$ cat src/hdl/cast_pipe_reg.sv
// One-slot elastic stage, ready_o is combinational on ready_i so chains form one ready path
`timescale 1ns/10ps
`default_nettype none

module cast_pipe_reg #(
  parameter int unsigned WIDTH = 32
) (
  input  logic             clk_i,
  input  logic             arst_n_i,
  input  logic             flush_i,    // Drops the held item
  input  logic             valid_i,
  output logic             ready_o,
  input  logic [WIDTH-1:0] data_i,
  output logic             valid_o,
  input  logic             ready_i,
  output logic [WIDTH-1:0] data_o
);

  logic             valid_q;
  logic             load;
  logic [WIDTH-1:0] data_q;

  // Advance when downstream takes the item or the slot only holds a bubble
  assign ready_o = ready_i | ~valid_q;
  assign load    = ready_o & valid_i;  // Payload moves only with a real item

  always_ff @(posedge clk_i or negedge arst_n_i) begin : valid_reg
    if (!arst_n_i) begin
      valid_q <= 1'b0;
    end else if (flush_i) begin
      valid_q <= 1'b0;
    end else if (ready_o) begin
      valid_q <= valid_i;
    end
  end

  always_ff @(posedge clk_i) begin : data_reg
    if (load) begin
      data_q <= data_i;
    end
  end

  assign valid_o = valid_q;
  assign data_o  = data_q;

  // A stalled item stays until taken or flushed
  assert property (@(posedge clk_i) disable iff (!arst_n_i)
    valid_o && !ready_i && !flush_i |=> valid_o && $stable(data_o))
    else $error("cast_pipe_reg: stalled item changed");

endmodule

`default_nettype wire

$ cat config.mk
export PLATFORM = sky130hd
export DESIGN_NAME = cast_pipe_reg
export DESIGN_NICKNAME = d
export VERILOG_FILES = /design/src/hdl/cast_pipe_reg.sv
export SDC_FILE = /design/constraint.sdc
export NUM_CORES = 1
export LEC_CHECK = 0
export BUFFER_PORTS_ARGS = -buffer_cell sky130_fd_sc_hd__buf_2
export CAP_MARGIN = 20
export CORE_MARGIN = 2
export CORE_UTILIZATION = 39
export DETAILED_ROUTE_END_ITERATION = 10
export GPL_TIMING_DRIVEN = 0
export PLACE_DENSITY = 0.76
export SLEW_MARGIN = 10
export SYNTH_ARGS = -nofsm -noshare
export SYNTH_HDL_FRONTEND = slang
export SYNTH_SLANG_ARGS = --single-unit
$ cat constraint.sdc
create_clock -name clk_i -period 1.6 [get_ports clk_i]
set_input_delay 0.32 -clock clk_i [delete_from_list [all_inputs] [get_ports clk_i]]
set_output_delay 0.32 -clock clk_i [all_outputs]
set_load 0.02 [all_outputs]
==> results.md <==
• Placed Area: 1410 um^2
• layout cell share with drive strength beyond 1: 68.1%
• post-CTS setup buffer count: 0
• Worst Path Class, Setup: register to primary output
• Yosys reg bits: 33
• wire length of the first global-routing pass: 2.54 mm
• Max Root-Sink Buffers: 2
• Avg Cell Area, Syn: 27.6 um^2
• final critical-path setup slack: 0.289 ns
• total number of vias: 640
• number of design-rule violations left by the first detailed-router iteration: 1
• final number of hold-violating endpoints: 0
• Port Buffers: 70
• peak per-stage delay on the critical path: 0.42 ns
• relative max-transition margin: 72.8%
• ant diodes: 0
• number of cells produced by synthesis: 37
• IR Drop Worst-Case VDD: 0.911 mV
• Finish-stage setup viols: 0
• post-route clock period utilization: 82.0%
• worst slack after detailed placement: 0.296 ns
• top cells by area in the synthesized netlist: sky130_fd_sc_hd__edfxtp_1, sky130_fd_sc_hd__dfrtp_1, sky130_fd_sc_hd__nand2b_4, sky130_fd_sc_hd__a21oi_2, sky130_fd_sc_hd__and2_4
• status: complete, no violations
• standard cell core area: 2480 um^2
• clock-pin slew on the worst setup and hold paths: 0.09 ns
• MaxCap Viol Count: 0
• total leakage power: 0.653 nW
• die width: 55.2 um
• Period minus WS final: 1.31 ns
• Num Clock Sinks: 33
• number of distinct library cells after synthesis: 6
• largest net degree at the start of global routing: 33
• total negative setup slack: 0 ns
• Pins Over Slew Limit: 0
• highest clock rate: 763 MHz
• cell taking the most area after synthesis: sky130_fd_sc_hd__edfxtp_1
• dpl cells: 137
• Total Routing Usage GR: 13.7%
• wire length per cell after detailed routing: 12.2 um
• effective utilization at floorplan: 41.2%
• Num CTS Buffers: 5
• number of core rows: 18
• Top FF cell, synth: sky130_fd_sc_hd__edfxtp_1
• Area Growth Syn to Fin: 44.7%
• Clock Skews: 0.00762 ns
• fraction of post-synthesis cell area in the top cell type by area: 94.1%
• antenna violations before repair: 0
• Final GP Congestion: 0.621
• total overflow reported by the global router: 0
• maximum fanout along the worst path: 3
• power density over cell area: 1120 nW/um^2
• most used standard cell by instance count after synthesis: sky130_fd_sc_hd__edfxtp_1
• DRC violations left: 0
• number of H-tree levels: 2
• first drt pass iteration count: 2
• detail-routed via count per cell: 4.38
• remaining number of nets flagged by the antenna check after routing: 0
• Worst Tran Pin Value: 0.408 ns
• via count of the first global-routing pass: 593
• critical path required time: 1.28 ns
• CTS tree: done
• kind of path behind the tightest hold check: primary input to register
• floorplan die height: 55.2 um
• net count after synthesis: 74
• Yosys warning total: 0
• Total Routed Length: 1.79 mm
• CTS root buf: sky130_fd_sc_hd__clkbuf_4
• Finished Cell Area: 1480 um^2
• summed instance area of the synthesized netlist: 1020 um^2
• fill cell instance count of the final layout: 210
• cell with the largest stage delay on the worst path: sky130_fd_sc_hd__dfrtp_1
• setup repair after global routing missed its margin: no
• startpoint type of the worst setup path: register
• CP Cell Sequence: nand2b_4 -> buf_2
• sequential area share after synthesis: 96.6%
• Post-Layout Cell Count: 146
• Total Nets Final: 152
• data arrival time of the critical path: 0.99 ns
• Top Ports: 71
• Skew-Pair Late Insertion Delay: 0.32 ns
• Setup crit end kind: primary output
• fraction of synthesis flops using an asynchronous set or reset pin: 3.03%
• EDFF count, synth: 32
• overall power after layout: 0.00166 W
• Die Footprint: 3040 um^2
[worst paths after layout]
check                           slack, ns         end  startpoint  depth (start not counted)
worst min-delay path                 0.15     valid_o     flush_i                          2
worst max register to register       0.32  data_o[27]     valid_o                          2
min in group asynchronous            0.28     valid_o    arst_n_i                          2
max in group asynchronous            1.24     valid_o    arst_n_i                          2
worst max-delay path                 0.29     ready_o     valid_o                          2
worst min register to register       0.59     valid_o     valid_o                          2
[power by group]
part,switching (W),internal (W)
logic,0.000112,0.0000689
clock network,0.000240,0.000217
registers,0.0000115,0.00101
total,0.000364,0.00129
[kinds of logic after synthesis]
| kind of cell | synth area share, % |
|---|---|
| buf+inv | 0.367 |
| compound gates | 0.858 |
| flops | 96.6 |
| simple gates | 2.21 |
[metal layers]
metal | routed length (um) | track usage [%] | part of all wire [%] | vias up
met5 | 0 | 0 | 0 | -
met4 | 13 | 8.54 | 0.73 | 0
met1 | 618 | 11.9 | 35 | 288
met3 | 272 | 11.8 | 15 | 2
met2 | 883 | 20.8 | 49 | 48
li1 | - | - | - | 302
[state kept, by name, indices dropped and copies added (netlist names)]
| register | cells |
|---|---|
| data_o | 32 |
| valid_o | 1 |
[timing repair]
| item | CTS | global route |
|---|---|---|
| resized for setup | 0 | 0 |
| hold buffers | 1 | 0 |
| endpoints found under the hold margin | 1 | 0 |
[per-stage QoR]
| stage | hold slack (ns) | util, % |
|---|---|---|
| after global routing | 0.116 | 59.6 |
| after floorplan | 0.0244 | - |
| after detailed placement | 0.0951 | 56.9 |
| final | 0.146 | 59.6 |
| after global placement | 0.0954 | 56.9 |
| after CTS | 0.110 | 59.6 |
[layout by cell type, fill, tap and decap left out, drive strengths merged]
master	n
and2	1
inv	1
dfrtp	1
a21oi	1
clkbuf	8
nand2b	1
dlygate4sd3	1
edfxtp	32
buf	70
[area by class of cell]
type / count / area (um^2) / share of cell area, %
Multi-Input combinational cell: 3 / 31.3 / 2.12
Timing Repair Buffer: 71 / 360 / 24.4
Clock buffer: 8 / 58.8 / 3.98
Sequential cell: 33 / 986 / 66.7
Tap cell: 30 / 37.5 / 2.54
Inverter: 1 / 3.75 / 0.254
[critical path, delay by kind of cell, from the launching register on]
kind          cells  cell delay (ns)
flops             1             0.42
buf+inv           1             0.16
simple gates      1             0.09
(Power assumes the default switching activity.)
