## src/hdl/cast_pkg.sv

```systemverilog
// Binary32 and 32-bit integers only, rounding modes use the RISC-V frm encoding
`default_nettype none

package cast_pkg;

  // --------------------------------------------------------------------
  // Widths and binary32 fields
  // --------------------------------------------------------------------
  localparam int unsigned DATA_WIDTH  = 32;
  localparam int unsigned EXP_BITS    = 8;
  localparam int unsigned MAN_BITS    = 23;  // Stored fraction bits
  localparam int          BIAS        = 127;
  localparam int unsigned MANT_WIDTH  = 32;  // Room for a full integer magnitude
  localparam int unsigned EXP_WIDTH   = 10;  // Signed, from -149 up past the integer range
  localparam int unsigned SHAMT_WIDTH = 5;
  localparam logic [DATA_WIDTH-1:0] QNAN = 32'h7FC0_0000;

  // Shifter geometry
  localparam int unsigned SHIFT_COMP   = MANT_WIDTH - 1 - MAN_BITS; // Float mantissa sits low
  localparam int unsigned PRE_WIDTH    = 2 * MANT_WIDTH + 1;
  localparam int unsigned DENORM_WIDTH = $clog2(MANT_WIDTH + 1);
  localparam int unsigned FP_STICKY    = 2 * MANT_WIDTH - MAN_BITS - 1; // Below fraction and R
  localparam int unsigned INT_STICKY   = 2 * MANT_WIDTH - DATA_WIDTH;   // Below integer and R

  typedef enum logic [0:0] {
    OP_I2F = 1'b0,
    OP_F2I = 1'b1
  } op_e;

  typedef enum logic [2:0] {
    RM_RNE = 3'b000,
    RM_RTZ = 3'b001,
    RM_RDN = 3'b010,
    RM_RUP = 3'b011,
    RM_RMM = 3'b100
  } round_e;

  typedef struct packed {
    logic NV;
    logic DZ;  // Never raised by a cast
    logic OF;
    logic UF;
    logic NX;
  } status_t;

  typedef struct packed {
    logic is_zero;
    logic is_subnormal;
    logic is_normal;
    logic is_inf;
    logic is_nan;
    logic is_signalling;
  } class_t;

  // Pipeline payloads
  localparam int unsigned STAGE1_WIDTH = 1 + 2 * EXP_WIDTH + MANT_WIDTH + 1 + $bits(class_t)
                                       + $bits(op_e) + 1 + $bits(round_e);
  localparam int unsigned STAGE2_WIDTH = DATA_WIDTH + $bits(status_t);

endpackage

`default_nettype wire
```

## src/hdl/cast_round.sv

```systemverilog
// Zero-delay rounding, F2I gives an unsigned magnitude and I2F gives the float without sign
`timescale 1ns/10ps
`default_nettype none

module cast_round (
  input  cast_pkg::op_e                         op_i,
  input  logic                                  op_mod_i,
  input  cast_pkg::round_e                      rnd_mode_i,
  input  logic                                  sign_i,
  input  logic signed [cast_pkg::EXP_WIDTH-1:0] exp_i,
  input  logic signed [cast_pkg::EXP_WIDTH-1:0] dst_exp_i,
  input  logic [cast_pkg::MANT_WIDTH-1:0]       mant_i,
  input  cast_pkg::class_t                      class_i,
  output logic [cast_pkg::DATA_WIDTH-1:0]       rounded_o,
  output logic                                  of_before_o,
  output logic                                  uf_before_o,
  output logic                                  inexact_o
);

  import cast_pkg::*;

  logic                    dst_is_int;
  logic                    int_min;        // Exactly -2**31 into signed
  logic [EXP_WIDTH-1:0]    final_exp;
  logic [PRE_WIDTH-1:0]    preshift_mant;
  logic [PRE_WIDTH-1:0]    dest_mant;
  logic [DENORM_WIDTH-1:0] denorm_shamt;
  logic [MAN_BITS-1:0]     final_mant;
  logic [DATA_WIDTH-1:0]   final_int;
  logic [DATA_WIDTH-1:0]   pre_abs;
  logic [1:0]              fp_rs;          // Round and sticky per destination
  logic [1:0]              int_rs;
  logic [1:0]              rs;
  logic                    round_up;

  assign dst_is_int = (op_i == OP_F2I);
  assign int_min    = sign_i & ~op_mod_i & (exp_i == EXP_WIDTH'(DATA_WIDTH - 1))
                      & (mant_i[MANT_WIDTH-2:0] == '0);

  // --------------------------------------------------------------------
  // Shift amount and early range checks
  // --------------------------------------------------------------------
  always_comb begin : shift_amount
    final_exp     = unsigned'(dst_exp_i);
    preshift_mant = {mant_i, {(MANT_WIDTH + 1){1'b0}}}; // Mantissa at the top of the shifter
    denorm_shamt  = '0;
    of_before_o   = 1'b0;
    uf_before_o   = 1'b0;
    if (dst_is_int) begin
      denorm_shamt = DENORM_WIDTH'(int'(DATA_WIDTH) - 1 - int'(exp_i)); // Integer LSB in place
      // Unsigned range is one bit wider
      if (class_i.is_nan || class_i.is_inf ||
          (exp_i >= int'(DATA_WIDTH) - 1 + int'(op_mod_i) && !int_min)) begin
        denorm_shamt = '0;
        of_before_o  = 1'b1;
      end else if (exp_i < -1) begin
        denorm_shamt = DENORM_WIDTH'(DATA_WIDTH + 1);  // All bits into sticky
        uf_before_o  = 1'b1;
      end
    end else begin
      if (dst_exp_i >= int'(2**EXP_BITS) - 1) begin
        final_exp     = EXP_WIDTH'(2**EXP_BITS - 2);  // Largest normal with R and S set
        preshift_mant = '1;
        of_before_o   = 1'b1;
      end else if (dst_exp_i < 1 && dst_exp_i >= -int'(MAN_BITS)) begin
        final_exp    = '0;                             // Subnormal result
        denorm_shamt = DENORM_WIDTH'(1 - int'(dst_exp_i));
        uf_before_o  = 1'b1;
      end else if (dst_exp_i < -int'(MAN_BITS)) begin
        final_exp    = '0;
        denorm_shamt = DENORM_WIDTH'(MAN_BITS + 2);    // Keep only the sticky
        uf_before_o  = 1'b1;
      end
    end
  end

  // --------------------------------------------------------------------
  // Alignment and rounding
  // --------------------------------------------------------------------
  assign dest_mant = preshift_mant >> denorm_shamt;
  assign {final_mant, fp_rs[1]} = dest_mant[PRE_WIDTH-2 -: MAN_BITS+1];  // Hidden bit dropped
  assign {final_int, int_rs[1]} = dest_mant[PRE_WIDTH-1 -: DATA_WIDTH+1];
  assign fp_rs[0]  = |dest_mant[FP_STICKY-1:0];
  assign int_rs[0] = |dest_mant[INT_STICKY-1:0];

  assign rs      = dst_is_int ? int_rs : fp_rs;
  assign pre_abs = dst_is_int ? final_int : DATA_WIDTH'({final_exp[EXP_BITS-1:0], final_mant});

  always_comb begin : round_decision
    case (rnd_mode_i)
      RM_RNE:  round_up = rs[1] & (rs[0] | pre_abs[0]);  // Ties to even
      RM_RTZ:  round_up = 1'b0;
      RM_RDN:  round_up = (|rs) & sign_i;
      RM_RUP:  round_up = (|rs) & ~sign_i;
      RM_RMM:  round_up = rs[1];                          // Ties away from zero
      default: round_up = 1'b0;
    endcase
  end

  // Carry may ripple into the exponent field
  assign rounded_o = pre_abs + DATA_WIDTH'(round_up);
  assign inexact_o = |rs;

endmodule

`default_nettype wire

```

## config.mk

```make
export PLATFORM = sky130hd
export DESIGN_NAME = cast_round
export DESIGN_NICKNAME = d
export VERILOG_FILES = /design/src/hdl/cast_pkg.sv /design/src/hdl/cast_round.sv
export SDC_FILE = /design/constraint.sdc
export NUM_CORES = 1
export LEC_CHECK = 0
export BUFFER_PORTS_ARGS = -buffer_cell sky130_fd_sc_hd__buf_4
export CORE_MARGIN = 5
export CORE_UTILIZATION = 52
export DETAILED_ROUTE_END_ITERATION = 8
export PLACE_DENSITY = 0.88
export SLEW_MARGIN = 20
export SYNTH_ARGS = -nofsm -noshare
export SYNTH_HDL_FRONTEND = slang
export SYNTH_SLANG_ARGS = --single-unit
```

## constraint.sdc

```tcl
create_clock -name vclk -period 8.3
set_input_delay 1.66 -clock vclk [all_inputs]
set_output_delay 1.66 -clock vclk [all_outputs]
set_load 0.01 [all_outputs]
```

==> results of run 1 <==
[kinds of logic after synthesis]
logic type               count (synthesis)  share of synthesized area
AND/OR/NAND/NOR                        350                     0.3665
AO/OA/AOI/OAI                          299                     0.4541
buffers and inverters                   78                    0.07294
XOR/XNOR                                31                    0.05554
multiplexers                            12                    0.02790
adder cells (fa/ha/maj)                  9                    0.02304
[layer usage]
metal,track usage,GRT overflow
met5,0.7571,10
met4,1.256,360
met3,0.8501,46
met2,1.423,1012
met1,0.9104,44
[what timing repair did]
item / 4_1_cts
setup endpoints to repair: 28
pin swaps: 39
buffers inserted: 37
hold endpoints to repair: 0
cloned: 2
resized for setup: 63
[metrics by stage]
stage	setup WS, ps	area [µm²]	hold slack [ps]	instances
2_1_floorplan	202.5	4888	3593	779
3_3_place_gp	-123.3	7103	3805	1142
3_5_place_dp	-441.7	7103	3826	1142
4_1_cts	0.9526	7665	3825	1181
==> summary.md, run 1 <==
| Metric | Value |
|---|---|
| Status | stopped before the end |
| Failed at | 5_1_grt |
| First Err | [ERROR GRT-0232] Routing congestion too high. Check the congestion heatmap in the GUI. |
| Top post-synthesis cells by area | nor2_1 (7.4%), nand2_1 (5.1%), a21oi_1 (5.1%) |
| Syn Inst Count | 779 |
| Syn_area_per_cell | 6.275 µm² |
| Overflow after GRT | 1472 |
| WEP type | output port |
| # IOs | 99 |
| YS warnings | 0 |
| Most frequent cells after synthesis | nor2_1 (96), nand2_1 (67), a21oi_1 (50) |
| # hold bufs at CTS | 0 |
| Synth top area share | 0.07371 |
| Leading area contributor after synthesis | nor2_1 |
| Sequential share of the synthesized area | 0 |
| Chip width | 107.0 µm |
| Top-count cell post-synth | nor2_1 |
| Die Y | 107.0 µm |
| Final GP Congestion | 1.259 |
| Worst EP post-GRT repair | rounded_o[27] |
| Distinct cells, synth | 89 |
| I/O Buffers | 95 |
| GRT Util Overall | 1.085 |
| Row count | 35 |
| Synth Net Count | 852 |
| DP HPWL | 20140 µm |
| Largest net degree at the start of global routing | 28 |
| Post-Syn Area | 4888 µm² |
| Starting density of the core | 0.5316 |
==> run 2: changes to the inputs <==
CORE_UTILIZATION = 37   (was 52)
PLACE_DENSITY = default   (was 0.88)
PLACE_DENSITY_LB_ADDON = 0.15   (was default)
clock period = 10.8 ns   (was 8.3 ns; I/O delays follow)
==> summary.md, run 2 <==
| Metric | Value |
|---|---|
| Crit start category | input port |
| Relative slew slack | 0.3561 |
| DR WL/cell | 24.73 µm |
| Pint | 0.0001520 W |
| # DRC | 0 |
| Largest net degree at the start of global routing | 38 |
| FF+latch area | 0 µm² |
| Starting density of the core | 0.3736 (-0.1580) |
| I/O Buffers | 95 (unchanged) |
| Final Setup Violations | 0 |
| Via/cell ratio | 6.853 |
| FFs & Latches | 0 |
| Area grow syn2layout | 23.65% |
| Post-Syn Area | 4888 µm² (unchanged) |
| Syn Inst Count | 779 (unchanged) |
| Max_cap viols | 0 |
| Fin crit share | 0.9649 |
| Combinational share of power | 1.000 |
| Final GP Congestion | 0.9841 (-22%) |
| Max stage delay on crit path | 760 ps |
| Setup TNS Final | 0 ps |
| HP Class | input port to primary output |
| Largest delay share family, worst path | compound AO/OA/AOI/OAI gates |
| Sequential share of the synthesized area | 0 (unchanged) |
| Pleak | 2.303 nW |
| Most common cell after layout, fill and taps aside | buf_4 |
| CP endpoint kind | primary output |
| Die Area | 15610 µm² |
| Final count of pins violating max slew | 0 |
| Clock share of power | 0 |
| CP dominant cell by count | ha_1 |
| Fmax | 95.97 MHz |
| Worst EP required | 8640 ps |
| Final worst slack | 379.6 ps |
| Overflow after GRT | 0 |
| Critical path class | input port to primary output |
| CP max FO | 18 |
| Slowest CP cell | nor2_2 |
| Switching share of power | 0.6195 |
| Top post-synthesis cells by area | nor2_1 (7.4%), nand2_1 (5.1%), a21oi_1 (5.1%) |
| Syn_area_per_cell | 6.275 µm² (unchanged) |
| VDD IR max | 0.02480 mV |
| YS warnings | 0 (unchanged) |
| Vias in the first global route | 6978 |
| # IOs | 99 (unchanged) |
| Row count | 42 (+20%) |
| DRT iter0 DRCs | 967 |
| RSZ-0062 raised after global routing | false |
| Resize count post-CTS | 0 (-100%) |
| Critical Path AT | 8260 ps |
| Synth Net Count | 852 (unchanged) |
| Power Total | 0.0003994 W |
| Nets@finish | 956 |
| DR pass1 iterations | 6 |
| DRT Wirelength | 26160 µm |
| # hold bufs at CTS | 0 (unchanged) |
| Final ANT Viol Nets | 0 |
| GRT Util Overall | 0.3146 |
| Cell Pwr Density | 66.07 nW/µm² |
| Most frequent cells after synthesis | nor2_1 (96), nand2_1 (67), a21oi_1 (50) |
| Layout clock buffer count | 0 |
| Global-route wire length before repair | 40160 µm |
| Leading area contributor after synthesis | nor2_1 |
| Total number of vias | 7251 |
| Design Area, Final | 6045 µm² |
| Fillcell total | 1423 |
| Most frequent cells in the layout | buf_4 (149), nor2_1 (94), nand2_1 (67) |
| Reg power frac | 0 |
| Chip width | 124.9 µm (+17%) |
| Slew @ Worst Pin | 958.5 ps |
| Psw | 0.0002474 W |
| Post-CTS repair timing setup buffer count | 0 (-100%) |
| Initial antenna violation count | 0 |
| Final hold viol count | 0 |
| Post-Place Cell Area | 6042 µm² (-15%) |
| Die Y | 124.9 µm (+17%) |
| Fin util | 0.4619 |
| Layout cell share with drive strength beyond 1 | 0.2384 |
| Core box area | 13090 µm² |
| Distinct cells, synth | 89 (unchanged) |
| DP HPWL | 21130 µm (+4.9%) |
| CP Buf/Inv Count | 4 |
| Synth top area share | 0.07371 (unchanged) |
| Status | finished, final reports clean |
| Top-count cell post-synth | nor2_1 |
| Dpl ws | 661.0 ps (+1103 ps) |
| Minimum clock period | 10420 ps |
run 2: cell counts after synthesis:
No cell type changed its count.
run 2: logic make-up after synthesis:
kind of cell / Yosys count / share of synthesized area
AOI/OAI and AO/OA: 299 / 0.4541
adders and majority gates: 9 / 0.02304
muxes: 12 / 0.02790
buffers and inverters: 78 / 0.07294
xor gates and xnor gates: 31 / 0.05554
and+or+nand+nor: 350 / 0.3665
run 2: layout make-up:
class,instances,area [µm²],share of cell area
multi-input combinational,701,4554,0.7535
timing repair buffer,151,1159,0.1917
tap,176,220.2,0.03643
inverter,29,108.9,0.01801
antenna,1,2.502,0.0004140
run 2: path summary, 6_finish.rpt:
check / startpoint / end / slack (ps) / cells past startpoint
max: op_mod_i / rounded_o[22] / 380 / 26
min: op_i / uf_before_o / 4760 / 3
run 2: per-layer routing:
metal	vias up	global-route usage	wire, µm
met4	0	0.07526	828
li1	3282	-	-
met2	401	0.5270	11880
met1	3498	0.4278	11110
met5	-	0	0
met3	70	0.04563	2335
run 2: power by group through the flow:
| stage | Sequential (W) | Combinational, W | Clock, W |
|---|---|---|---|
| after floorplan | 0 | 0.000222 | 0 |
| final | 0 | 0.000399 | 0.00000000000929 |
| after global placement | 0 | 0.000384 | 0 |
| after detailed placement | 0 | 0.000386 | 0 |
| after CTS | 0 | 0.000388 | 0 |
| after global routing | 0 | 0.000423 | 0 |
run 2: stage by stage:
stage | instances | hold WS (ps)
6_report | 1058 | 4762
2_1_floorplan | 779 | 4593
3_3_place_gp | 1057 | 4748
4_1_cts | 1057 | 4763
5_1_grt | 1057 | 4791
3_5_place_dp | 1057 | 4762
No activity file was read; power rests on OpenSTA's default activity.
