--- src/hdl/cast_pkg.sv ---
// Binary32 and 32-bit integers only, rounding modes use the RISC-V frm encoding
`default_nettype none

package cast_pkg;

  // --------------------------------------------------------------------
  // Widths and binary32 fields
  // --------------------------------------------------------------------
  localparam int unsigned DATA_WIDTH  = 32;
  localparam int unsigned EXP_BITS    = 8;
  localparam int unsigned MAN_BITS    = 23;  // Stored fraction bits
  localparam int          BIAS        = 127;
  localparam int unsigned MANT_WIDTH  = 32;  // Room for a full integer magnitude
  localparam int unsigned EXP_WIDTH   = 10;  // Signed, from -149 up past the integer range
  localparam int unsigned SHAMT_WIDTH = 5;
  localparam logic [DATA_WIDTH-1:0] QNAN = 32'h7FC0_0000;

  // Shifter geometry
  localparam int unsigned SHIFT_COMP   = MANT_WIDTH - 1 - MAN_BITS; // Float mantissa sits low
  localparam int unsigned PRE_WIDTH    = 2 * MANT_WIDTH + 1;
  localparam int unsigned DENORM_WIDTH = $clog2(MANT_WIDTH + 1);
  localparam int unsigned FP_STICKY    = 2 * MANT_WIDTH - MAN_BITS - 1; // Below fraction and R
  localparam int unsigned INT_STICKY   = 2 * MANT_WIDTH - DATA_WIDTH;   // Below integer and R

  typedef enum logic [0:0] {
    OP_I2F = 1'b0,
    OP_F2I = 1'b1
  } op_e;

  typedef enum logic [2:0] {
    RM_RNE = 3'b000,
    RM_RTZ = 3'b001,
    RM_RDN = 3'b010,
    RM_RUP = 3'b011,
    RM_RMM = 3'b100
  } round_e;

  typedef struct packed {
    logic NV;
    logic DZ;  // Never raised by a cast
    logic OF;
    logic UF;
    logic NX;
  } status_t;

  typedef struct packed {
    logic is_zero;
    logic is_subnormal;
    logic is_normal;
    logic is_inf;
    logic is_nan;
    logic is_signalling;
  } class_t;

  // Pipeline payloads
  localparam int unsigned STAGE1_WIDTH = 1 + 2 * EXP_WIDTH + MANT_WIDTH + 1 + $bits(class_t)
                                       + $bits(op_e) + 1 + $bits(round_e);
  localparam int unsigned STAGE2_WIDTH = DATA_WIDTH + $bits(status_t);

endpackage

`default_nettype wire
--- src/hdl/cast_result.sv ---
// Zero-delay result select, the op picks float or integer destination
`timescale 1ns/10ps
`default_nettype none

module cast_result (
  input  cast_pkg::op_e                   op_i,
  input  logic                            op_mod_i,
  input  logic                            sign_i,
  input  cast_pkg::class_t                class_i,
  input  logic                            mant_zero_i,
  input  logic [cast_pkg::DATA_WIDTH-1:0] rounded_i,
  input  logic                            of_before_i,
  input  logic                            uf_before_i,
  input  logic                            inexact_i,
  output logic [cast_pkg::DATA_WIDTH-1:0] result_o,
  output cast_pkg::status_t               status_o
);

  import cast_pkg::*;

  logic                  src_is_int;
  logic                  of_after;
  logic                  uf_after;
  logic                  fp_special;
  logic                  int_special;
  logic                  int_zero;
  logic [DATA_WIDTH-1:0] fp_res;
  logic [DATA_WIDTH-1:0] fp_spec_res;
  logic [DATA_WIDTH-1:0] int_res;
  logic [DATA_WIDTH-1:0] int_spec_res;
  status_t               fp_status;
  status_t               int_status;

  assign src_is_int = (op_i == OP_I2F);

  // Exponent field after rounding
  assign of_after = (rounded_i[MAN_BITS +: EXP_BITS] == '1);
  assign uf_after = (rounded_i[MAN_BITS +: EXP_BITS] == '0);

  // Float destination, integer zero becomes +0.0
  assign fp_res      = {sign_i, rounded_i[DATA_WIDTH-2:0]};
  assign fp_special  = src_is_int ? mant_zero_i : (class_i.is_zero | class_i.is_nan);
  assign fp_spec_res = (src_is_int | class_i.is_zero) ? {sign_i, {(DATA_WIDTH-1){1'b0}}} : QNAN;

  // Integer destination
  assign int_res     = sign_i ? DATA_WIDTH'(-rounded_i) : rounded_i;  // Two's complement
  assign int_zero    = (int_res == '0);
  assign int_special = class_i.is_nan | class_i.is_inf | of_before_i
                     | (sign_i & op_mod_i & ~int_zero);               // Negative into unsigned

  always_comb begin : int_saturation
    int_spec_res = {op_mod_i, {(DATA_WIDTH-1){1'b1}}};  // Positive maximum
    // NaN sign is ignored
    if (sign_i && !class_i.is_nan) int_spec_res = ~int_spec_res;
  end

  always_comb begin : build_status
    fp_status  = '0;
    int_status = '0;
    if (fp_special) begin
      fp_status.NV = ~src_is_int & class_i.is_signalling;
    end else begin
      fp_status.NV = src_is_int & (of_before_i | of_after);
      fp_status.OF = ~src_is_int & ~class_i.is_inf & (of_before_i | of_after);
      fp_status.NX = inexact_i | fp_status.OF;
      fp_status.UF = (uf_before_i | uf_after) & fp_status.NX;  // Tiny and inexact
    end
    if (int_special) begin
      int_status.NV = 1'b1;                                     // Saturation is invalid
    end else begin
      int_status.NX = inexact_i;
    end
  end

  assign result_o = (op_i == OP_F2I) ? (int_special ? int_spec_res : int_res)
                                     : (fp_special ? fp_spec_res : fp_res);
  assign status_o = (op_i == OP_F2I) ? int_status : fp_status;

endmodule

`default_nettype wire

--- config.mk ---
export PLATFORM = sky130hd
export DESIGN_NAME = cast_result
export DESIGN_NICKNAME = d
export VERILOG_FILES = /design/src/hdl/cast_pkg.sv /design/src/hdl/cast_result.sv
export SDC_FILE = /design/constraint.sdc
export NUM_CORES = 1
export LEC_CHECK = 0
export BUFFER_PORTS_ARGS = -buffer_cell sky130_fd_sc_hd__clkbuf_2
export CORE_MARGIN = 8
export CORE_UTILIZATION = 39
export DETAILED_ROUTE_END_ITERATION = 8
export PLACE_DENSITY = 0.67
export SYNTH_ARGS = -nofsm -noshare
export SYNTH_HDL_FRONTEND = slang
export SYNTH_SLANG_ARGS = --single-unit
export TNS_END_PERCENT = 10
--- constraint.sdc ---
create_clock -name vclk -period 6.63
set_clock_uncertainty 0.15 [all_clocks]
set_input_delay 1.6575 -clock vclk [all_inputs]
set_output_delay 1.6575 -clock vclk [all_outputs]
set_load 0.1 [all_outputs]
==> impl_metrics.env, run 1 <==
export IMPL_status="completed"
export IMPL_power_leakage_uw=0.00139
export IMPL_startpoint_type="input port"
export IMPL_register_area_um2=0
export IMPL_grt_start_max_net_pins=32
export IMPL_gp_congestion=1.01
export IMPL_synth_area_top_cells="a221o_1 5.4%, nor2_1 5.3%, a21oi_1 5.2%, o311ai_2 4.8%, o21ai_0 4.4%"
export IMPL_yosysSeqAreaShare_pct=0
export IMPL_final_cells=484
export IMPL_critPathMaxFanout=9
export IMPL_rsz0062_at_grt="yes"
export IMPL_hold_violations=0
export IMPL_max_freq_ghz=0.151
export IMPL_peakVddDrop_uv=99.3
export IMPL_min_period_over_period_pct=99.7
export IMPL_firstDrtPassIters=4
export IMPL_grt_overflow_total=0
export IMPL_tightest_slew_ps=857
export IMPL_antenna_found_initial=0
export IMPL_drv_cap=0
export IMPL_setup_viol=0
export IMPL_end_kind="output pin"
export IMPL_die_y_um=88.3
export IMPL_slew_violations=0
export IMPL_core_area_mm2=0.00507
export IMPL_seq_cell_count=0
export IMPL_grt_pass1_vias=2976
export IMPL_ioPinCount=82
export IMPL_synth_top_cell_area_share_pct=5.40
export IMPL_layout_nets=462
export IMPL_crit_top_cell="buf_4"
export IMPL_drive_above_1_share_pct=40.3
export IMPL_grt_pass1_wl_mm=15.0
export IMPL_drc=0
export IMPL_holdPathStages=3
export IMPL_routedWlPerCell_um=19.8
export IMPL_cp_required_ps=4820
export IMPL_power_density_mw_per_mm2=112
export IMPL_synth_most_common_cell="nor2_1"
export IMPL_rows=26
export IMPL_netlist_area_mm2=0.00204
export IMPL_drtIter0Drc=318
export IMPL_area_growth_pct=60.3
export IMPL_min_path_type="in2out"
export IMPL_initial_core_util_pct=40.2
export IMPL_yosys_top_cells_count="29 x nor2_1, 24 x clkbuf_1, 22 x nand2_1, 21 x a21oi_1, 18 x o21ai_0"
export IMPL_final_util_pct=64.4
export IMPL_fin_crit_ps=6610
export IMPL_path_buf_inv=5
export IMPL_n_fill_cell=501
export IMPL_dp_cells=482
export IMPL_grt_total_usage_pct=23.5
export IMPL_crit_chain="clkbuf_2 -> or4_1 -> buf_4 -> buf_4 -> nor4_4 -> buf_4 -> a41o_1 -> a221o_1 -> o211a_1 -> nand4_2 -> nand2_4 -> nand2_4 -> o311ai_2 -> buf_12"
export IMPL_avgViaCountPerCell=6.58
export IMPL_hpwlAfterDp_mm=7.47
export IMPL_syn_inst=313
export IMPL_num_vias=3183
export IMPL_die_area_mm2=0.00780
export IMPL_synth_top_area_cell="a221o_1"
export IMPL_ys_types=66
export IMPL_synth_area_per_cell_um2=6.52
export IMPL_slew_headroom_pct=42.9
export IMPL_multiInputGateArea_mm2=0.00193
export IMPL_port_buffers=76
export IMPL_drtAntennaViolNets=0
export IMPL_critical_path_top_delay_family="simple AND/OR/NAND/NOR gates"
export IMPL_antennaDiodeCount=0
export IMPL_routed_wl_mm=9.59
export IMPL_crit_type="in2out"
export IMPL_worst_hold_path_endpoint="status_o[0]"
export IMPL_critPathMaxStageDelay_ps=520
export IMPL_ys_warn_count=0
export IMPL_die_w_um=88.3
export IMPL_hp_start="inexact_i"
export IMPL_cp_slowest_cell="or4_1"
export IMPL_clockBufferCount=0
export IMPL_worstPathArrival_ps=4800
cells by family after synthesis:
family,count (synthesis),synth area share [%]
multiplexers,2,0.981
adder cells (fa/ha/maj),1,0.613
AO/OA/AOI/OAI,123,47.0
buffers and inverters,42,9.14
AND/OR/NAND/NOR,136,38.7
other,1,0.184
XOR/XNOR,8,3.43
layer usage:
| metal | GRT usage, % | wire length [um] |
|---|---|---|
| met5 | 0 | 0 |
| met4 | 6.30 | 242 |
| met3 | 3.71 | 941 |
| met2 | 37.6 | 4360 |
| met1 | 31.5 | 4040 |
cell usage in the layout (no fill, tap or decap), drive strengths merged, types with 3 or more instances in the layout:
master	netlist	layout
o31ai	3	3
a211oi	3	3
nand3	9	9
nor2	29	29
nand2	24	24
nor2b	5	5
o21a	4	4
nand2b	3	3
o311ai	6	6
nor4	14	14
inv	9	9
clkbuf	24	48
and3	4	4
a21o	5	5
a2111oi	3	3
nor4b	3	3
or4b	3	3
o21ai	24	24
o211a	3	3
nand4	8	8
o41ai	4	4
a31oi	9	9
xor2	3	3
buf	9	85
or3	5	5
or4	7	7
xnor2	5	5
nor3	16	16
o211ai	7	7
a21oi	23	23
a221o	11	11
worst max-delay path by stage:
stage,endpoint,slack [ps],start,depth (start not counted)
4_1_cts,result_o[8],-2,rounded_i[3],13
3_5_place_dp,result_o[8],-40,rounded_i[3],13
2_1_floorplan,result_o[13],-520,rounded_i[3],11
6_report,result_o[8],20,rounded_i[3],14
5_1_grt,result_o[4],-10,rounded_i[3],15
3_3_place_gp,result_o[13],0.2,rounded_i[3],13
area by class of cell:
class / count / share of cell area (%)
inverters: 9 / 1.03
multi-input cells: 272 / 59.0
well taps: 70 / 2.68
repair buffers: 133 / 37.3
power breakdown:
part	total, uW	switching (uW)	internal, uW
clock	0	0	0
combinational	365	248	117
sequential	0	0	0
repair_timing:
| action | 4_1_cts | 5_1_grt |
|---|---|---|
| hold buffers | 0 | 0 |
| pin swaps | 0 | 4 |
| gates resized for setup | 1 | 10 |
| setup endpoints to repair | 13 | 26 |
| setup buffers | 0 | 2 |
stage by stage:
| step | setup WS (ps) | instance area [um^2] | total power (uW) | TNS (ps) | hold WS, ps |
|---|---|---|---|---|---|
| 2_1_floorplan | -520 | 2060 | 231 | -7930 | 3540 |
| 3_3_place_gp | 0.150 | 3200 | 356 | 0 | 3570 |
| 3_5_place_dp | -35.7 | 3200 | 359 | -186 | 3570 |
| 4_1_cts | -1.51 | 3200 | 360 | -1.51 | 3570 |
| 5_1_grt | -14.0 | 3270 | 379 | -26.3 | 3580 |
| 6_report | 20.1 | 3270 | 365 | 0 | 3570 |
Power figures use the tool's default switching activity.
==> run 2, diff against run 1 <==
--- a/config.mk
+++ b/config.mk
@@ -5,11 +5,13 @@
 export SDC_FILE = /design/constraint.sdc
 export NUM_CORES = 1
 export LEC_CHECK = 0
+export ABC_AREA = 1
 export BUFFER_PORTS_ARGS = -buffer_cell sky130_fd_sc_hd__clkbuf_2
+export CORE_ASPECT_RATIO = 1.5
 export CORE_MARGIN = 8
 export CORE_UTILIZATION = 39
 export DETAILED_ROUTE_END_ITERATION = 8
-export PLACE_DENSITY = 0.67
+export PLACE_DENSITY = 0.65
 export SYNTH_ARGS = -nofsm -noshare
 export SYNTH_HDL_FRONTEND = slang
 export SYNTH_SLANG_ARGS = --single-unit
==> constraint.sdc (replaced) <==
create_clock -name vclk -period 7.4
set_clock_uncertainty 0.15 [all_clocks]
set_input_delay 1.85 -clock vclk [all_inputs]
set_output_delay 1.85 -clock vclk [all_outputs]
set_load 0.1 [all_outputs]
==> run 2 against run 1 <==
Net effect:
- area after synthesis is 10% higher
- sequential share of layout area is the same
- cell area is 20% lower
- wire length shrank 15%
==> impl_metrics.env, run 2 <==
export IMPL_ctsResizeCount=0
export IMPL_hpwlAfterDp_mm=6.76
export IMPL_die_w_um=77.9
export IMPL_final_cell_mix="237 x nand2_1, 81 x nand3_1, 77 x clkbuf_2, 66 x nor2_1, 51 x inv_1"
export IMPL_synth_most_common_cell="nand2_1"
export IMPL_rsz0062_at_grt="no"
export IMPL_routedWlPerCell_um=12.6
export IMPL_grt_overflow_total=0
export IMPL_initial_core_util_pct=39.4
export IMPL_slew_headroom_pct=50.1
export IMPL_worstPathArrival_ps=4720
export IMPL_status="completed"
export IMPL_startpoint_type="input port"
export IMPL_n_fill_cell=731
export IMPL_drv_cap=0
export IMPL_die_y_um=109
export IMPL_synth_area_per_cell_um2=4.33
export IMPL_power_density_mw_per_mm2=105
export IMPL_critPathMaxFanout=20
export IMPL_yosysSeqAreaShare_pct=0
export IMPL_final_common_cell="nand2_1"
export IMPL_grt_pass1_wl_mm=13.8
export IMPL_drtAntennaViolNets=0
export IMPL_grt_pass1_vias=3116
export IMPL_die_area_mm2=0.00849
export IMPL_setup_viol=0
export IMPL_rows=34
export IMPL_busiest_layer="met2"
export IMPL_drc=0
export IMPL_grt_start_max_net_pins=39
export IMPL_drtIter0Drc=194
export IMPL_register_area_um2=0
export IMPL_min_period_over_period_pct=90.8
export IMPL_antenna_found_initial=0
export IMPL_peakVddDrop_uv=107
export IMPL_antennaDiodeCount=0
export IMPL_core_area_mm2=0.00570
export IMPL_syn_inst=518
export IMPL_ioPinCount=82
export IMPL_end_kind="output pin"
export IMPL_num_vias=3249
export IMPL_netlist_area_mm2=0.00224
export IMPL_slew_violations=0
export IMPL_port_buffers=77
export IMPL_fin_crit_ps=6720
export IMPL_area_growth_pct=17.0
export IMPL_use_met3_pct=1.90
export IMPL_tightest_slew_ps=748
export IMPL_cts_hold_buffers=0
export IMPL_dp_cells=648
export IMPL_gr_usage_met2_pct=37.3
export IMPL_layout_nets=624
export IMPL_fin_setup_tns_ps=0
export IMPL_use_met1_pct=19.9
export IMPL_synth_area_top_cells="nand2_1 40%, nand3_1 18%, nor2_1 11%, inv_1 8.5%, o21ai_0 4.0%"
export IMPL_ys_warn_count=0
export IMPL_hold_violations=0
export IMPL_synth_top_cell_area_share_pct=39.6
export IMPL_drive_above_1_share_pct=17.5
export IMPL_routed_wl_mm=8.15
export IMPL_grt_total_usage_pct=18.9
export IMPL_gp_congestion=0.963
export IMPL_firstDrtPassIters=4
export IMPL_dp_slack_ps=722
export IMPL_avgViaCountPerCell=5.01
export IMPL_clockBufferCount=0
export IMPL_ys_types=27
export IMPL_power_leakage_uw=0.00156
export IMPL_crit_type="in2out"
export IMPL_post_cts_setup_buffers=0
export IMPL_cp_required_ps=5400
export IMPL_synth_top_area_cell="nand2_1"
export IMPL_seq_cell_count=0
export IMPL_finalWorstSetupSlack_ps=683
export IMPL_yosys_top_cells_count="237 x nand2_1, 81 x nand3_1, 66 x nor2_1, 51 x inv_1, 18 x o21ai_0"
export IMPL_max_freq_ghz=0.149
export IMPL_min_path_type="in2out"
export IMPL_final_cells=648
[run 2: cell count changes after synthesis, moves of 13 or more]
| cell | before | now |
|---|---|---|
| nand3_1 | 9 | 81 |
| a21oi_1 | 21 | 3 |
| nand2_1 | 22 | 237 |
| nor2_1 | 29 | 66 |
| inv_1 | 9 | 51 |
| clkbuf_1 | 24 | 11 |
| nor3_1 | 16 | 1 |
[run 2: cell type report]
cell class | count | area [um^2] | share of cell area, %
inverter | 52 | 195 | 7.43
timing repair buffer | 82 | 423 | 16.1
tap | 72 | 90.1 | 3.43
multi-input combinational | 442 | 1920 | 73.0
[run 2: worst max-delay path, cell delays in order]
cell and delay (ps):
clkbuf_2 100, inv_1 80, ha_1 180, inv_1 80
nor2_2 170, nand2_1 90, nand2_1 170, nand2_1 80
nand2_1 100, nand2_1 50, nor2_1 80, nand2_1 50
nor2_1 170, nand3_1 120, nand2_2 240, buf_4 300
nand3_1 110, nand2_1 90, nand2_1 60, nand2_1 80
clkbuf_2 450
[run 2: routing by layer]
metal / share of wire, % / vias up
met5: 0 / -
met1: 39 / 1446
li1: - / 1721
met2: 53 / 64
met3: 3.9 / 18
met4: 3.3 / 0
[run 2: path summary, 6_finish.rpt]
kind,depth (start not counted),end,startpoint
worst min-delay path,4,status_o[1],inexact_i
worst max-delay path,21,result_o[23],rounded_i[0]
[run 2: kinds of logic after synthesis]
kind of cell,Yosys count,share of synthesized area (%)
buf+inv,77,14.9
fa+ha+maj,1,0.557
simple gates,408,76.1
xor+xnor,7,2.73
compound gates,24,5.46
other cells,1,0.167
[run 2: power by group]
group	switching [uW]	internal, uW
combinational	223	51.4
sequential	0	0
clock	0	0
total	223	51.4
[run 2: metrics by stage]
| step | instance area, um^2 | utilization [%] | hold slack (ps) | power (uW) |
|---|---|---|---|---|
| 2_1_floorplan | 2250 | - | 3950 | 223 |
| 3_3_place_gp | 2630 | 46.1 | 4110 | 274 |
| 3_5_place_dp | 2630 | 46.1 | 4110 | 276 |
| 4_1_cts | 2630 | 46.1 | 4120 | 276 |
| 5_1_grt | 2630 | 46.1 | 4150 | 296 |
| 6_report | 2630 | 46.1 | 4110 | 275 |
