===== src/hdl/cast_pkg.sv =====
// Binary32 and 32-bit integers only, rounding modes use the RISC-V frm encoding
`default_nettype none

package cast_pkg;

  // --------------------------------------------------------------------
  // Widths and binary32 fields
  // --------------------------------------------------------------------
  localparam int unsigned DATA_WIDTH  = 32;
  localparam int unsigned EXP_BITS    = 8;
  localparam int unsigned MAN_BITS    = 23;  // Stored fraction bits
  localparam int          BIAS        = 127;
  localparam int unsigned MANT_WIDTH  = 32;  // Room for a full integer magnitude
  localparam int unsigned EXP_WIDTH   = 10;  // Signed, from -149 up past the integer range
  localparam int unsigned SHAMT_WIDTH = 5;
  localparam logic [DATA_WIDTH-1:0] QNAN = 32'h7FC0_0000;

  // Shifter geometry
  localparam int unsigned SHIFT_COMP   = MANT_WIDTH - 1 - MAN_BITS; // Float mantissa sits low
  localparam int unsigned PRE_WIDTH    = 2 * MANT_WIDTH + 1;
  localparam int unsigned DENORM_WIDTH = $clog2(MANT_WIDTH + 1);
  localparam int unsigned FP_STICKY    = 2 * MANT_WIDTH - MAN_BITS - 1; // Below fraction and R
  localparam int unsigned INT_STICKY   = 2 * MANT_WIDTH - DATA_WIDTH;   // Below integer and R

  typedef enum logic [0:0] {
    OP_I2F = 1'b0,
    OP_F2I = 1'b1
  } op_e;

  typedef enum logic [2:0] {
    RM_RNE = 3'b000,
    RM_RTZ = 3'b001,
    RM_RDN = 3'b010,
    RM_RUP = 3'b011,
    RM_RMM = 3'b100
  } round_e;

  typedef struct packed {
    logic NV;
    logic DZ;  // Never raised by a cast
    logic OF;
    logic UF;
    logic NX;
  } status_t;

  typedef struct packed {
    logic is_zero;
    logic is_subnormal;
    logic is_normal;
    logic is_inf;
    logic is_nan;
    logic is_signalling;
  } class_t;

  // Pipeline payloads
  localparam int unsigned STAGE1_WIDTH = 1 + 2 * EXP_WIDTH + MANT_WIDTH + 1 + $bits(class_t)
                                       + $bits(op_e) + 1 + $bits(round_e);
  localparam int unsigned STAGE2_WIDTH = DATA_WIDTH + $bits(status_t);

endpackage

`default_nettype wire

===== src/hdl/cast_normalize.sv =====
// Zero-delay front end, a zero source gives a zero mantissa and a meaningless exponent
`timescale 1ns/10ps
`default_nettype none

module cast_normalize (
  input  logic [cast_pkg::DATA_WIDTH-1:0]       operand_i,
  input  cast_pkg::op_e                         op_i,
  input  logic                                  op_mod_i,    // 1 selects unsigned integer
  input  cast_pkg::class_t                      class_i,
  output logic                                  sign_o,
  output logic signed [cast_pkg::EXP_WIDTH-1:0] exp_o,       // Unbiased
  output logic signed [cast_pkg::EXP_WIDTH-1:0] dst_exp_o,   // Rebiased for binary32
  output logic [cast_pkg::MANT_WIDTH-1:0]       mant_o,
  output logic                                  mant_zero_o
);

  import cast_pkg::*;

  logic                        src_is_int;
  logic                        int_sign;
  logic [MANT_WIDTH-1:0]       int_mant;
  logic [MANT_WIDTH-1:0]       fp_mant;
  logic [MANT_WIDTH-1:0]       enc_mant;
  logic [SHAMT_WIDTH-1:0]      lz_cnt;
  logic signed [EXP_WIDTH-1:0] fp_exp;
  logic signed [EXP_WIDTH-1:0] int_exp;

  assign src_is_int = (op_i == OP_I2F);

  // Integer source as magnitude
  assign int_sign = operand_i[DATA_WIDTH-1] & ~op_mod_i;  // Unsigned never negative
  assign int_mant = int_sign ? MANT_WIDTH'(-operand_i) : MANT_WIDTH'(operand_i);

  // Float source, hidden bit only for normals
  assign fp_mant  = MANT_WIDTH'({class_i.is_normal, operand_i[MAN_BITS-1:0]});
  assign enc_mant = src_is_int ? int_mant : fp_mant;

  // Leading zero count
  always_comb begin : lzc
    lz_cnt = '0;
    for (int i = 0; i < MANT_WIDTH; i++) begin
      if (enc_mant[i]) lz_cnt = SHAMT_WIDTH'(MANT_WIDTH - 1 - i); // Highest set bit wins
    end
  end

  assign mant_zero_o = (enc_mant == '0);
  assign mant_o      = enc_mant << lz_cnt;  // Leading one lands on the MSB

  // Subnormals count as exponent 1, then undo the normalizing shift
  assign fp_exp  = EXP_WIDTH'(int'(operand_i[MAN_BITS +: EXP_BITS]) + int'(class_i.is_subnormal)
                              - BIAS - int'(lz_cnt) + int'(SHIFT_COMP));
  assign int_exp = EXP_WIDTH'(int'(MANT_WIDTH) - 1 - int'(lz_cnt));

  assign sign_o    = src_is_int ? int_sign : operand_i[DATA_WIDTH-1];
  assign exp_o     = src_is_int ? int_exp : fp_exp;
  assign dst_exp_o = EXP_WIDTH'(int'(exp_o) + BIAS);

endmodule

`default_nettype wire


===== config.mk =====
export PLATFORM = sky130hd
export DESIGN_NAME = cast_normalize
export DESIGN_NICKNAME = d
export VERILOG_FILES = /design/src/hdl/cast_pkg.sv /design/src/hdl/cast_normalize.sv
export SDC_FILE = /design/constraint.sdc
export NUM_CORES = 1
export LEC_CHECK = 0
export ABC_AREA = 1
export BUFFER_PORTS_ARGS = -buffer_cell sky130_fd_sc_hd__buf_2
export CORE_MARGIN = 10
export CORE_UTILIZATION = 28
export DETAILED_ROUTE_END_ITERATION = 7
export SETUP_SLACK_MARGIN = 0.3
export SLEW_MARGIN = 20
export SYNTH_ARGS = -nofsm -noshare
export SYNTH_HDL_FRONTEND = slang
export SYNTH_SLANG_ARGS = --single-unit

===== constraint.sdc =====
create_clock -name vclk -period 7.8
set_clock_uncertainty 0.1 [all_clocks]
set_input_delay 0.78 -clock vclk [all_inputs]
set_output_delay 0.78 -clock vclk [all_outputs]
set_load 0.01 [all_outputs]

==> impl_metrics.csv, run 1 <==
group,metric,value,unit
synth,seq_area_frac_synth,0,
die,ioPinCount,94,
critical_path,endpoint,"dst_exp_o[8]",
die,die_w,135.1,um
power,cellPowerDensity,124.0,nW/um^2
synth,synthSimpleGateAreaFrac,0.6681,
timing,slew_headroom,0.3876,
timing,layout_setup_ws,1013,ps
critical_path,max_stage_delay,450,ps
placed_design,dp_slack,986.5,ps
critical_path,crit_start,"operand_i[0]",
layout,regArea,0,sq um
layout,final_common_cell,"nand2_1",
layout,fin_cells,973,
layout,drive_gt1_frac,0.1813,
die,die_area,18250,sq um
synth,synth_cell_type_count,44,
placed_design,place_inst,972,
synth,synthXorXnorAreaFrac,0.06610,
layout,fillers,1515,
synth,synth_fa_ha_area_frac,0.06476,
detailed_routing,drt_iter0_drc,422,
placed_design,dp_hpwl,10330,um
power,combPwrFrac,1.000,
power,seqPwrFrac,0,
detailed_routing,avgViaCountPerCell,4.931,
power,p_clk_frac,0,
timing,fin_tns_setup,0,ps
critical_path,critPathLaunchType,"input port",
critical_path,cpMaxStageDelayCell,"fa_1",
global_routing,grt_max_degree,38,
worst_hold_path,hold_path.class,"input port to output port",
layout,area_growth_syn_to_layout,14.47,%
power,vdd_drop_max,71.38,uV
outcome,outcome,"finished, final reports clean",
die,core,12770,sq um
die,row_count,41,
global_routing,grt_antenna_before_repair,1,
timing,worstMarginPinSlew,917.6,ps
power,swShare,0.6535,
synth,synth_compound_area_frac,0.06880,
synth,synth_mux_area_frac,0,
layout,design.seq.count,0,
timing,timing.hold.ws,1869,ps
detailed_routing,routed-via-count,4798,
timing,hold_viol_final,0,
detailed_routing,dr.pass1.iters,8,
synth,netlist_area,3710,sq um
synth,syn_nets,796,
die,die_h,135.1,um
global_routing,grt.overflow.total,0,
placed_design,numPortBuffers,90,
critical_path,endpoint_kind,"output port",
synth,synth_warnings,0,
detailed_routing,drt_wl_total,12650,um
critical_path,crit_fanout,5,
critical_path,crit_required,6920,ps
global_routing,grt_pass1_vias,4520,
synth,synth_area_per_cell,5.027,sq um
clocking,post-cts-setup-buffer-count,0,
timing,fin_crit,6787,ps
critical_path,path_common_cell,"nand2_1",
layout,final_nets,860,
placed_design,gp_congestion,0.9118,
timing,period_share,0.8701,
timing,slew_violations,0,
layout,clock_buffers,0,
synth,synth_cells,738,
layout,final_cell_mix,"nand2_1, nand3_1, buf_2",
clocking,hold_buffers,0,
critical_path,worstSetupPathType,"input port to output port",
detailed_routing,ant_nets,0,
critical_path,timing.critical_path.arrival,5910,ps
power,p_leak,0.002333,uW
synth,synth_top_family_by_area,"simple AND/OR/NAND/NOR gates",
power,switching_power,344.2,uW
detailed_routing,wl_per_cell,13.00,um
timing,timing.fmax,147.4,MHz
global_routing,grt_pass1_wl,21190,um
detailed_routing,drcViolationCount,0,
power,p_int,182.5,uW
die,initial_core_util,0.2904,
timing,rsz0062_at_grt,"no",
flow_run,cap_violations,0,
timing,setup_viol,0,
global_routing,gr-usage-all-layers,0.1325,
-- timing repair --
action / CTS / global route
endpoints found under the hold margin: 0 / 0
endpoints found under the setup margin: 0 / 3
gates resized for setup: 0 / 4
-- cells in the mapped netlist, types with 3 or more instances --
master    count  share of area
xor2_1       24          0.057
clkbuf_1      7         0.0071
buf_4         5          0.010
buf_1         5         0.0051
nor3_1       11          0.015
o21ai_1       5         0.0067
o21ai_0      13          0.018
nand3_1     174           0.23
nand2_1     230           0.23
buf_2        14          0.019
nand4_1       8          0.013
nand2_2       5         0.0084
nor3_2        5          0.013
a21oi_1       8          0.011
inv_1        70          0.071
buf_6         4          0.012
nor4_1        3         0.0051
nand2_4       3         0.0091
xnor2_1       4         0.0094
ha_1         16          0.054
nand3_2       8          0.022
inv_2         8         0.0081
nor2_1       76          0.077
a31oi_1       3         0.0051
nor2_2        5         0.0084
o21ai_2       3         0.0071
-- cell families (layout without fill, tap and decap cells) --
group	after synthesis	in the layout
AOI/OAI and AO/OA	41	41
xor gates and xnor gates	28	28
adders and majority gates	18	18
buffers and inverters	113	175
other	0	1
and+or+nand+nor	538	538
-- routing by layer --
layer  wire (um)  track usage  vias up
met5          11            0        -
met4         111      0.01495        2
met3         835      0.02151       14
met2        5935       0.2341      148
met1        5753       0.1689     2093
li1            -            -     2541
-- power groups by stage --
stage	Combinational, uW	Sequential (uW)	Clock [uW]
after CTS	528	0	0
final	527	0	0.0000171
after global placement	523	0	0
after detailed placement	525	0	0
after floorplan	374	0	0
after global routing	599	0	0
-- stage by stage --
step | cell area [sq um] | power, uW | util
detailed placement | 4233 | 525.5 | 0.3314
finish | 4247 | 526.7 | 0.3325
global placement | 4233 | 523.4 | 0.3314
floorplan | 3710 | 374.4 | -
CTS | 4233 | 527.8 | 0.3314
global route | 4244 | 599.5 | 0.3323
-- critical path, delay by kind of cell --
family | cells | cell delay, ps
adder cells (fa/ha/maj) | 4 | 1140
XOR/XNOR | 1 | 130
buffers and inverters | 5 | 600
AND/OR/NAND/NOR | 19 | 2290
AO/OA/AOI/OAI | 4 | 940
-- worst min-delay path by stage --
| stage | start | end | slack [ps] | cells after the start |
|---|---|---|---|---|
| finish | operand_i[31] | sign_o | 1870 | 4 |
| global route | operand_i[31] | sign_o | 1910 | 4 |
| CTS | operand_i[31] | sign_o | 1860 | 4 |
| detailed placement | operand_i[31] | sign_o | 1860 | 4 |
| global placement | operand_i[31] | sign_o | 1850 | 4 |
| floorplan | operand_i[31] | sign_o | 1580 | 2 |
-- final cells by class --
type / count / area (sq um) / share of cell area
Antenna cell: 1 / 2.502 / 0.0005893
Inverter: 78 / 295.3 / 0.06953
Multi-Input combinational cell: 625 / 3228 / 0.7602
Tap cell: 172 / 215.2 / 0.05068
Timing Repair Buffer: 97 / 505.5 / 0.1190
(Power assumes the default switching activity.)
==> run 2: changes to the inputs <==
--- a/config.mk
+++ b/config.mk
@@ -7,6 +7,7 @@
 export LEC_CHECK = 0
 export ABC_AREA = 1
 export BUFFER_PORTS_ARGS = -buffer_cell sky130_fd_sc_hd__buf_2
+export CORE_ASPECT_RATIO = 1.1
 export CORE_MARGIN = 10
 export CORE_UTILIZATION = 28
 export DETAILED_ROUTE_END_ITERATION = 7
==> run 2 against run 1 <==
Fmax is 0.27% lower. Die area hardly changed. Via count is 0.42% lower. Combinational power is 0.8% lower. First-iteration DRC count is 36% lower. Flip-flop and latch count stayed put. Critical path type unchanged. Largest power group unchanged.
==> impl_metrics.csv, run 2 (synthesis gave the netlist of run 1 again) <==
group,metric,value,unit
flow_run,cap_violations,0,
layout,final_common_cell,"nand2_1",
die,row_count,44,
global_routing,grt_pass1_vias,4526,
power,combPwrFrac,1.000,
layout,final_cell_mix,"nand2_1, nand3_1, buf_2",
layout,clock_buffers,0,
detailed_routing,dr.pass1.iters,5,
critical_path,critPathLaunchType,"input port",
worst_hold_path,hold_path.class,"input port to output port",
layout,drive_gt1_frac,0.1825,
timing,slew_violations,0,
detailed_routing,ant_nets,0,
timing,fin_tns_setup,0,ps
power,p_clk_frac,0,
timing,hold_viol_final,0,
timing,period_share,0.8725,
layout,regArea,0,sq um
timing,slew_headroom,0.3774,
global_routing,grt.overflow.total,0,
timing,worstMarginPinSlew,932.8,ps
power,p_int,182.4,uW
power,totalPowerFinal,523.1,uW
global_routing,grt_pass1_wl,21080,um
power,swShare,0.6513,
die,core,13100,sq um
placed_design,dp_slack,894.6,ps
die,initial_core_util,0.2831,
die,die_h,140.7,um
detailed_routing,drt_wl_total,12700,um
detailed_routing,drcViolationCount,0,
detailed_routing,wl_per_cell,13.21,um
critical_path,crit_required,6920,ps
outcome,outcome,"finished, final reports clean",
critical_path,cpMaxStageDelayCell,"fa_1",
power,p_leak,0.002334,uW
detailed_routing,drt_iter0_drc,270,
global_routing,gr-usage-all-layers,0.1345,
die,ioPinCount,94,
power,seqPwrFrac,0,
layout,antenna_cells,0,
die,die_w,129.8,um
timing,layout_setup_ws,994.9,ps
critical_path,max_stage_delay,440,ps
critical_path,worstSetupPathType,"input port to output port",
critical_path,timing.critical_path.arrival,5930,ps
placed_design,dp_hpwl,10430,um
critical_path,crit_fanout,5,
timing,timing.fmax,146.9,MHz
layout,fillers,1563,
placed_design,numPortBuffers,90,
power,switching_power,340.7,uW
timing,rsz0062_at_grt,"no",
layout,final_nets,860,
detailed_routing,routed-via-count,4778,
critical_path,path_common_cell,"nand2_1",
global_routing,grt_max_degree,38,
placed_design,gp_congestion,0.9092,
die,die_area,18260,sq um
layout,area_growth_syn_to_layout,14.10,%
detailed_routing,avgViaCountPerCell,4.972,
timing,setup_viol,0,
timing,fin_crit,6805,ps
layout,design.seq.count,0,
power,cellPowerDensity,123.6,nW/um^2
global_routing,grt_antenna_before_repair,0,
power,vdd_drop_max,74.71,uV
critical_path,endpoint_kind,"output port",
==> run 2: cell types whose count changed in the layout (fill, tap and decap cells not counted), sizes merged <==
cell    change
buf         +1
clkbuf      -1
diode       -1
==> run 2: worst max-delay path, delay by kind of cell <==
family / cells / cell delay, ps
XOR/XNOR: 1 / 130
AND/OR/NAND/NOR: 21 / 2270
adder cells (fa/ha/maj): 4 / 1140
buffers and inverters: 5 / 580
AO/OA/AOI/OAI: 4 / 1000
==> run 2: final timing paths <==
check	from	end	slack [ps]	cells past startpoint
worst min-delay path	operand_i[31]	sign_o	1860	4
worst max-delay path	operand_i[0]	dst_exp_o[8]	990	35
==> run 2: area by class of cell <==
class                           instances  area (sq um)  area share
Multi-Input combinational cell        625          3233      0.7638
Timing Repair Buffer                   97         503.0      0.1188
Inverter                               78         295.3     0.06976
Tap cell                              161         201.4     0.04759
==> run 2: power by group through the flow <==
stage	combinational (uW)	sequential, uW	clock, uW
6_report	523	0	0
5_1_grt	598	0	0
4_1_cts	526	0	0
3_5_place_dp	524	0	0
3_3_place_gp	523	0	0
2_1_floorplan	374	0	0
==> run 2: through the flow <==
stage                     instance area [sq um]  std cells  hold slack, ps  utilization
after floorplan                            3710        738            1584            -
after global placement                     4219        961            1875       0.3220
after detailed placement                   4219        961            1878       0.3220
after CTS                                  4219        961            1880       0.3220
after global routing                       4233        961            1906       0.3231
final                                      4233        961            1861       0.3231
==> run 2: repair_timing <==
| item | 4_1_cts | 5_1_grt |
|---|---|---|
| hold buffers | 0 | 0 |
| setup buffers | 0 | 0 |
| endpoints found under the setup margin | 0 | 1 |
| resized for setup | 0 | 4 |
==> run 2: layer usage <==
metal | global-route usage | vias up | part of all wire
met1 | 0.1618 | 2096 | 0.43
met4 | 0.01185 | 0 | 0.0093
met3 | 0.01913 | 10 | 0.064
met5 | 0 | - | 0
met2 | 0.2518 | 144 | 0.50
li1 | - | 2528 | -
==> run 3: changes to the inputs <==
--- a/config.mk
+++ b/config.mk
@@ -5,12 +5,12 @@
 export SDC_FILE = /design/constraint.sdc
 export NUM_CORES = 1
 export LEC_CHECK = 0
-export ABC_AREA = 1
 export BUFFER_PORTS_ARGS = -buffer_cell sky130_fd_sc_hd__buf_2
 export CORE_ASPECT_RATIO = 1.1
 export CORE_MARGIN = 10
 export CORE_UTILIZATION = 28
 export DETAILED_ROUTE_END_ITERATION = 7
+export GPL_TIMING_DRIVEN = 0
 export SETUP_SLACK_MARGIN = 0.3
 export SLEW_MARGIN = 20
 export SYNTH_ARGS = -nofsm -noshare
==> run 3 against run 2 <==
Via count is 23% higher. Flip-flop and latch count stayed put. Non-clock buffer count is 39 higher. Synthesized cell count is 8.3% lower. Core utilization is 1.4 points higher. Global-route usage is 2.7 points higher. Fmax is 4.8% lower.
==> impl_metrics.csv, run 3 <==
group,metric,value,unit
timing,slew_headroom,0.5101,
synth,netlist_area,4439,sq um
detailed_routing,drcViolationCount,0,
timing,timing.hold.ws,1890,ps
placed_design,gp_congestion,0.9746,
synth,syn_nets,735,
layout,final_common_cell,"buf_2",
synth,yosys.area.top_type,"mux2i_1",
layout,fillers,1796,
global_routing,grt_busiest_layer,"met2",
synth,synth_area_per_cell,6.557,sq um
global_routing,grt_util_met2,0.2660,
critical_path,timing.critical_path.arrival,6270,ps
synth,synth_top_area_frac,0.06764,
critical_path,crit_fanout,10,
power,cellPowerDensity,131.1,nW/um^2
synth,netlist_top_cells_area,"mux2i_1, nor2_1, ha_1, xnor2_1, nand3_1",
die,initial_core_util,0.2843,
timing,fin_crit,7146,ps
layout,area_growth_syn_to_layout,18.60,%
critical_path,crit_required,6920,ps
layout,multiInputGateArea,4178,sq um
synth,synth_compound_area_frac,0.3847,
die,die_w,140.1,um
detailed_routing,drt_iter0_drc,674,
synth,synth_cells,677,
die,die_area,21300,sq um
detailed_routing,ant_nets,0,
timing,timing.fmax,139.9,MHz
timing,fin_tns_setup,0,ps
layout,clock_buffers,0,
layout,drive_gt1_frac,0.2192,
worst_hold_path,holdPathEnd,"sign_o",
power,vdd_drop_max,35.54,uV
layout,final_cell_mix,"buf_2, nor2_1, nand2_1",
die,row_count,48,
timing,rsz0062_at_grt,"no",
detailed_routing,avgViaCountPerCell,6.103,
synth,seq_area_frac_synth,0,
global_routing,met1_usage,0.2203,
synth,yosysMostFrequentCell,"nor2_1",
layout,regArea,0,sq um
timing,hold_viol_final,0,
die,core,15620,sq um
layout,design.seq.count,0,
synth,synth.top_cells.by_count,"nor2_1, nand2_1, nand3_1",
detailed_routing,routed-via-count,5871,
timing,setup_viol,0,
die,ioPinCount,94,
synth,synthXorXnorAreaFrac,0.07497,
critical_path,worstSetupPathType,"input port to output port",
outcome,outcome,"finished, final reports clean",
global_routing,grt_pass1_wl,29530,um
global_routing,grt_pass1_vias,5320,
timing,worstMarginPinSlew,716.3,ps
synth,synth_mux_area_frac,0.09386,
worst_hold_path,hold_depth,3,
critical_path,endpoint_kind,"output port",
global_routing,grt_use_met3,0.01964,
synth,synth_fa_ha_area_frac,0.05411,
global_routing,grt.overflow.total,0,
synth,synth_cell_type_count,87,
detailed_routing,wl_per_cell,19.58,um
synth,synth_warnings,0,
worst_hold_path,min_from,"operand_i[31]",
layout,antenna_cells,0,
detailed_routing,dr.pass1.iters,5,
placed_design,numPortBuffers,83,
global_routing,gr-usage-all-layers,0.1612,
critical_path,critPathLaunchType,"input port",
detailed_routing,drt_wl_total,18840,um
die,die_h,152.1,um
synth,synthSimpleGateAreaFrac,0.3041,
worst_hold_path,hold_path.class,"input port to output port",
synth,synth_top_family_by_area,"compound AO/OA/AOI/OAI gates",
layout,final_nets,822,
timing,slew_violations,0,
power,p_leak,0.002140,uW
flow_run,cap_violations,0,
timing,period_share,0.9161,
placed_design,dp_hpwl,15320,um
global_routing,grt_antenna_before_repair,0,
global_routing,grt_max_degree,11,
clocking,hold_buffers,0,
==> run 3: cell count changes after synthesis, moves of 13 or more <==
cell / change
nand2_1: -193
nand3_1: -140
inv_1: -38
mux2i_1: +30
nor3_1: +20
o21ai_0: +20
a21oi_1: +18
clkbuf_1: +18
xnor2_1: +17
o211ai_1: +14
a211oi_1: +13
==> run 3: cells by family after synthesis <==
group | count (synthesis)
AO/OA/AOI/OAI | 232
adder cells (fa/ha/maj) | 18
AND/OR/NAND/NOR | 262
XOR/XNOR | 38
buffers and inverters | 87
multiplexers | 40
==> run 3: critical path, cell delays in order <==
cell and delay, ps:
buf_2 140, buf_2 200, inv_1 110, ha_2 260
or3b_4 430, o31a_1 330, xor2_1 220, or4_1 600
nor4_2 240, a211oi_1 120, or3_1 340, buf_2 190
clkinv_2 140, buf_4 220, ha_1 250, inv_1 60
ha_1 270, a21oi_1 180, o21bai_1 110, a21oi_1 160
nor2_1 60, o21a_1 210, nor3_4 250, o31ai_2 120
xnor2_1 130, buf_2 140
==> run 3: per-layer routing <==
| layer | vias to the layer above | part of all wire |
|---|---|---|
| met5 | - | 0 |
| met4 | 0 | 0.020 |
| met3 | 33 | 0.080 |
| met2 | 298 | 0.46 |
| met1 | 2760 | 0.44 |
| li1 | 2780 | - |
==> run 3: cell type report <==
class	count	share of cell area
buffer	51	0.05133
inverter	36	0.02590
multi-input combinational	590	0.7935
tap	200	0.04753
timing repair buffer	85	0.08175
==> run 3: power breakdown <==
group          internal (uW)  switching [uW]  total (uW)
clock                      0               0           0
sequential                 0               0           0
combinational            256             434         690
==> run 3: repair_timing <==
action | 4_1_cts | 5_1_grt
pin swaps | 0 | 2
gates resized for setup | 13 | 27
buffers inserted | 2 | 0
endpoints found under the setup margin | 14 | 8
==> run 3: metrics by stage <==
step           total power, uW  utilization  instances  cell area [sq um]  setup WS (ps)
2_1_floorplan            449.2            -        677               4439          774.3
5_1_grt                  752.8       0.3372        962               5265          317.8
6_report                 690.5       0.3372        962               5265          654.3
4_1_cts                  675.6       0.3318        962               5181          313.7
3_3_place_gp             668.1       0.3269        960               5105         -627.1
3_5_place_dp             668.0       0.3269        960               5105         -547.3
==> run 3: how the worst max path moves through the flow <==
stage                  from            to  slack (ps)  cells after the start
2_1_floorplan  operand_i[0]  dst_exp_o[8]         770                     27
3_3_place_gp   operand_i[0]  dst_exp_o[8]        -630                     28
3_5_place_dp   operand_i[0]  dst_exp_o[8]        -550                     28
4_1_cts        operand_i[0]  dst_exp_o[8]         310                     29
5_1_grt        operand_i[0]  dst_exp_o[8]         320                     29
6_report       operand_i[0]  dst_exp_o[8]         650                     26
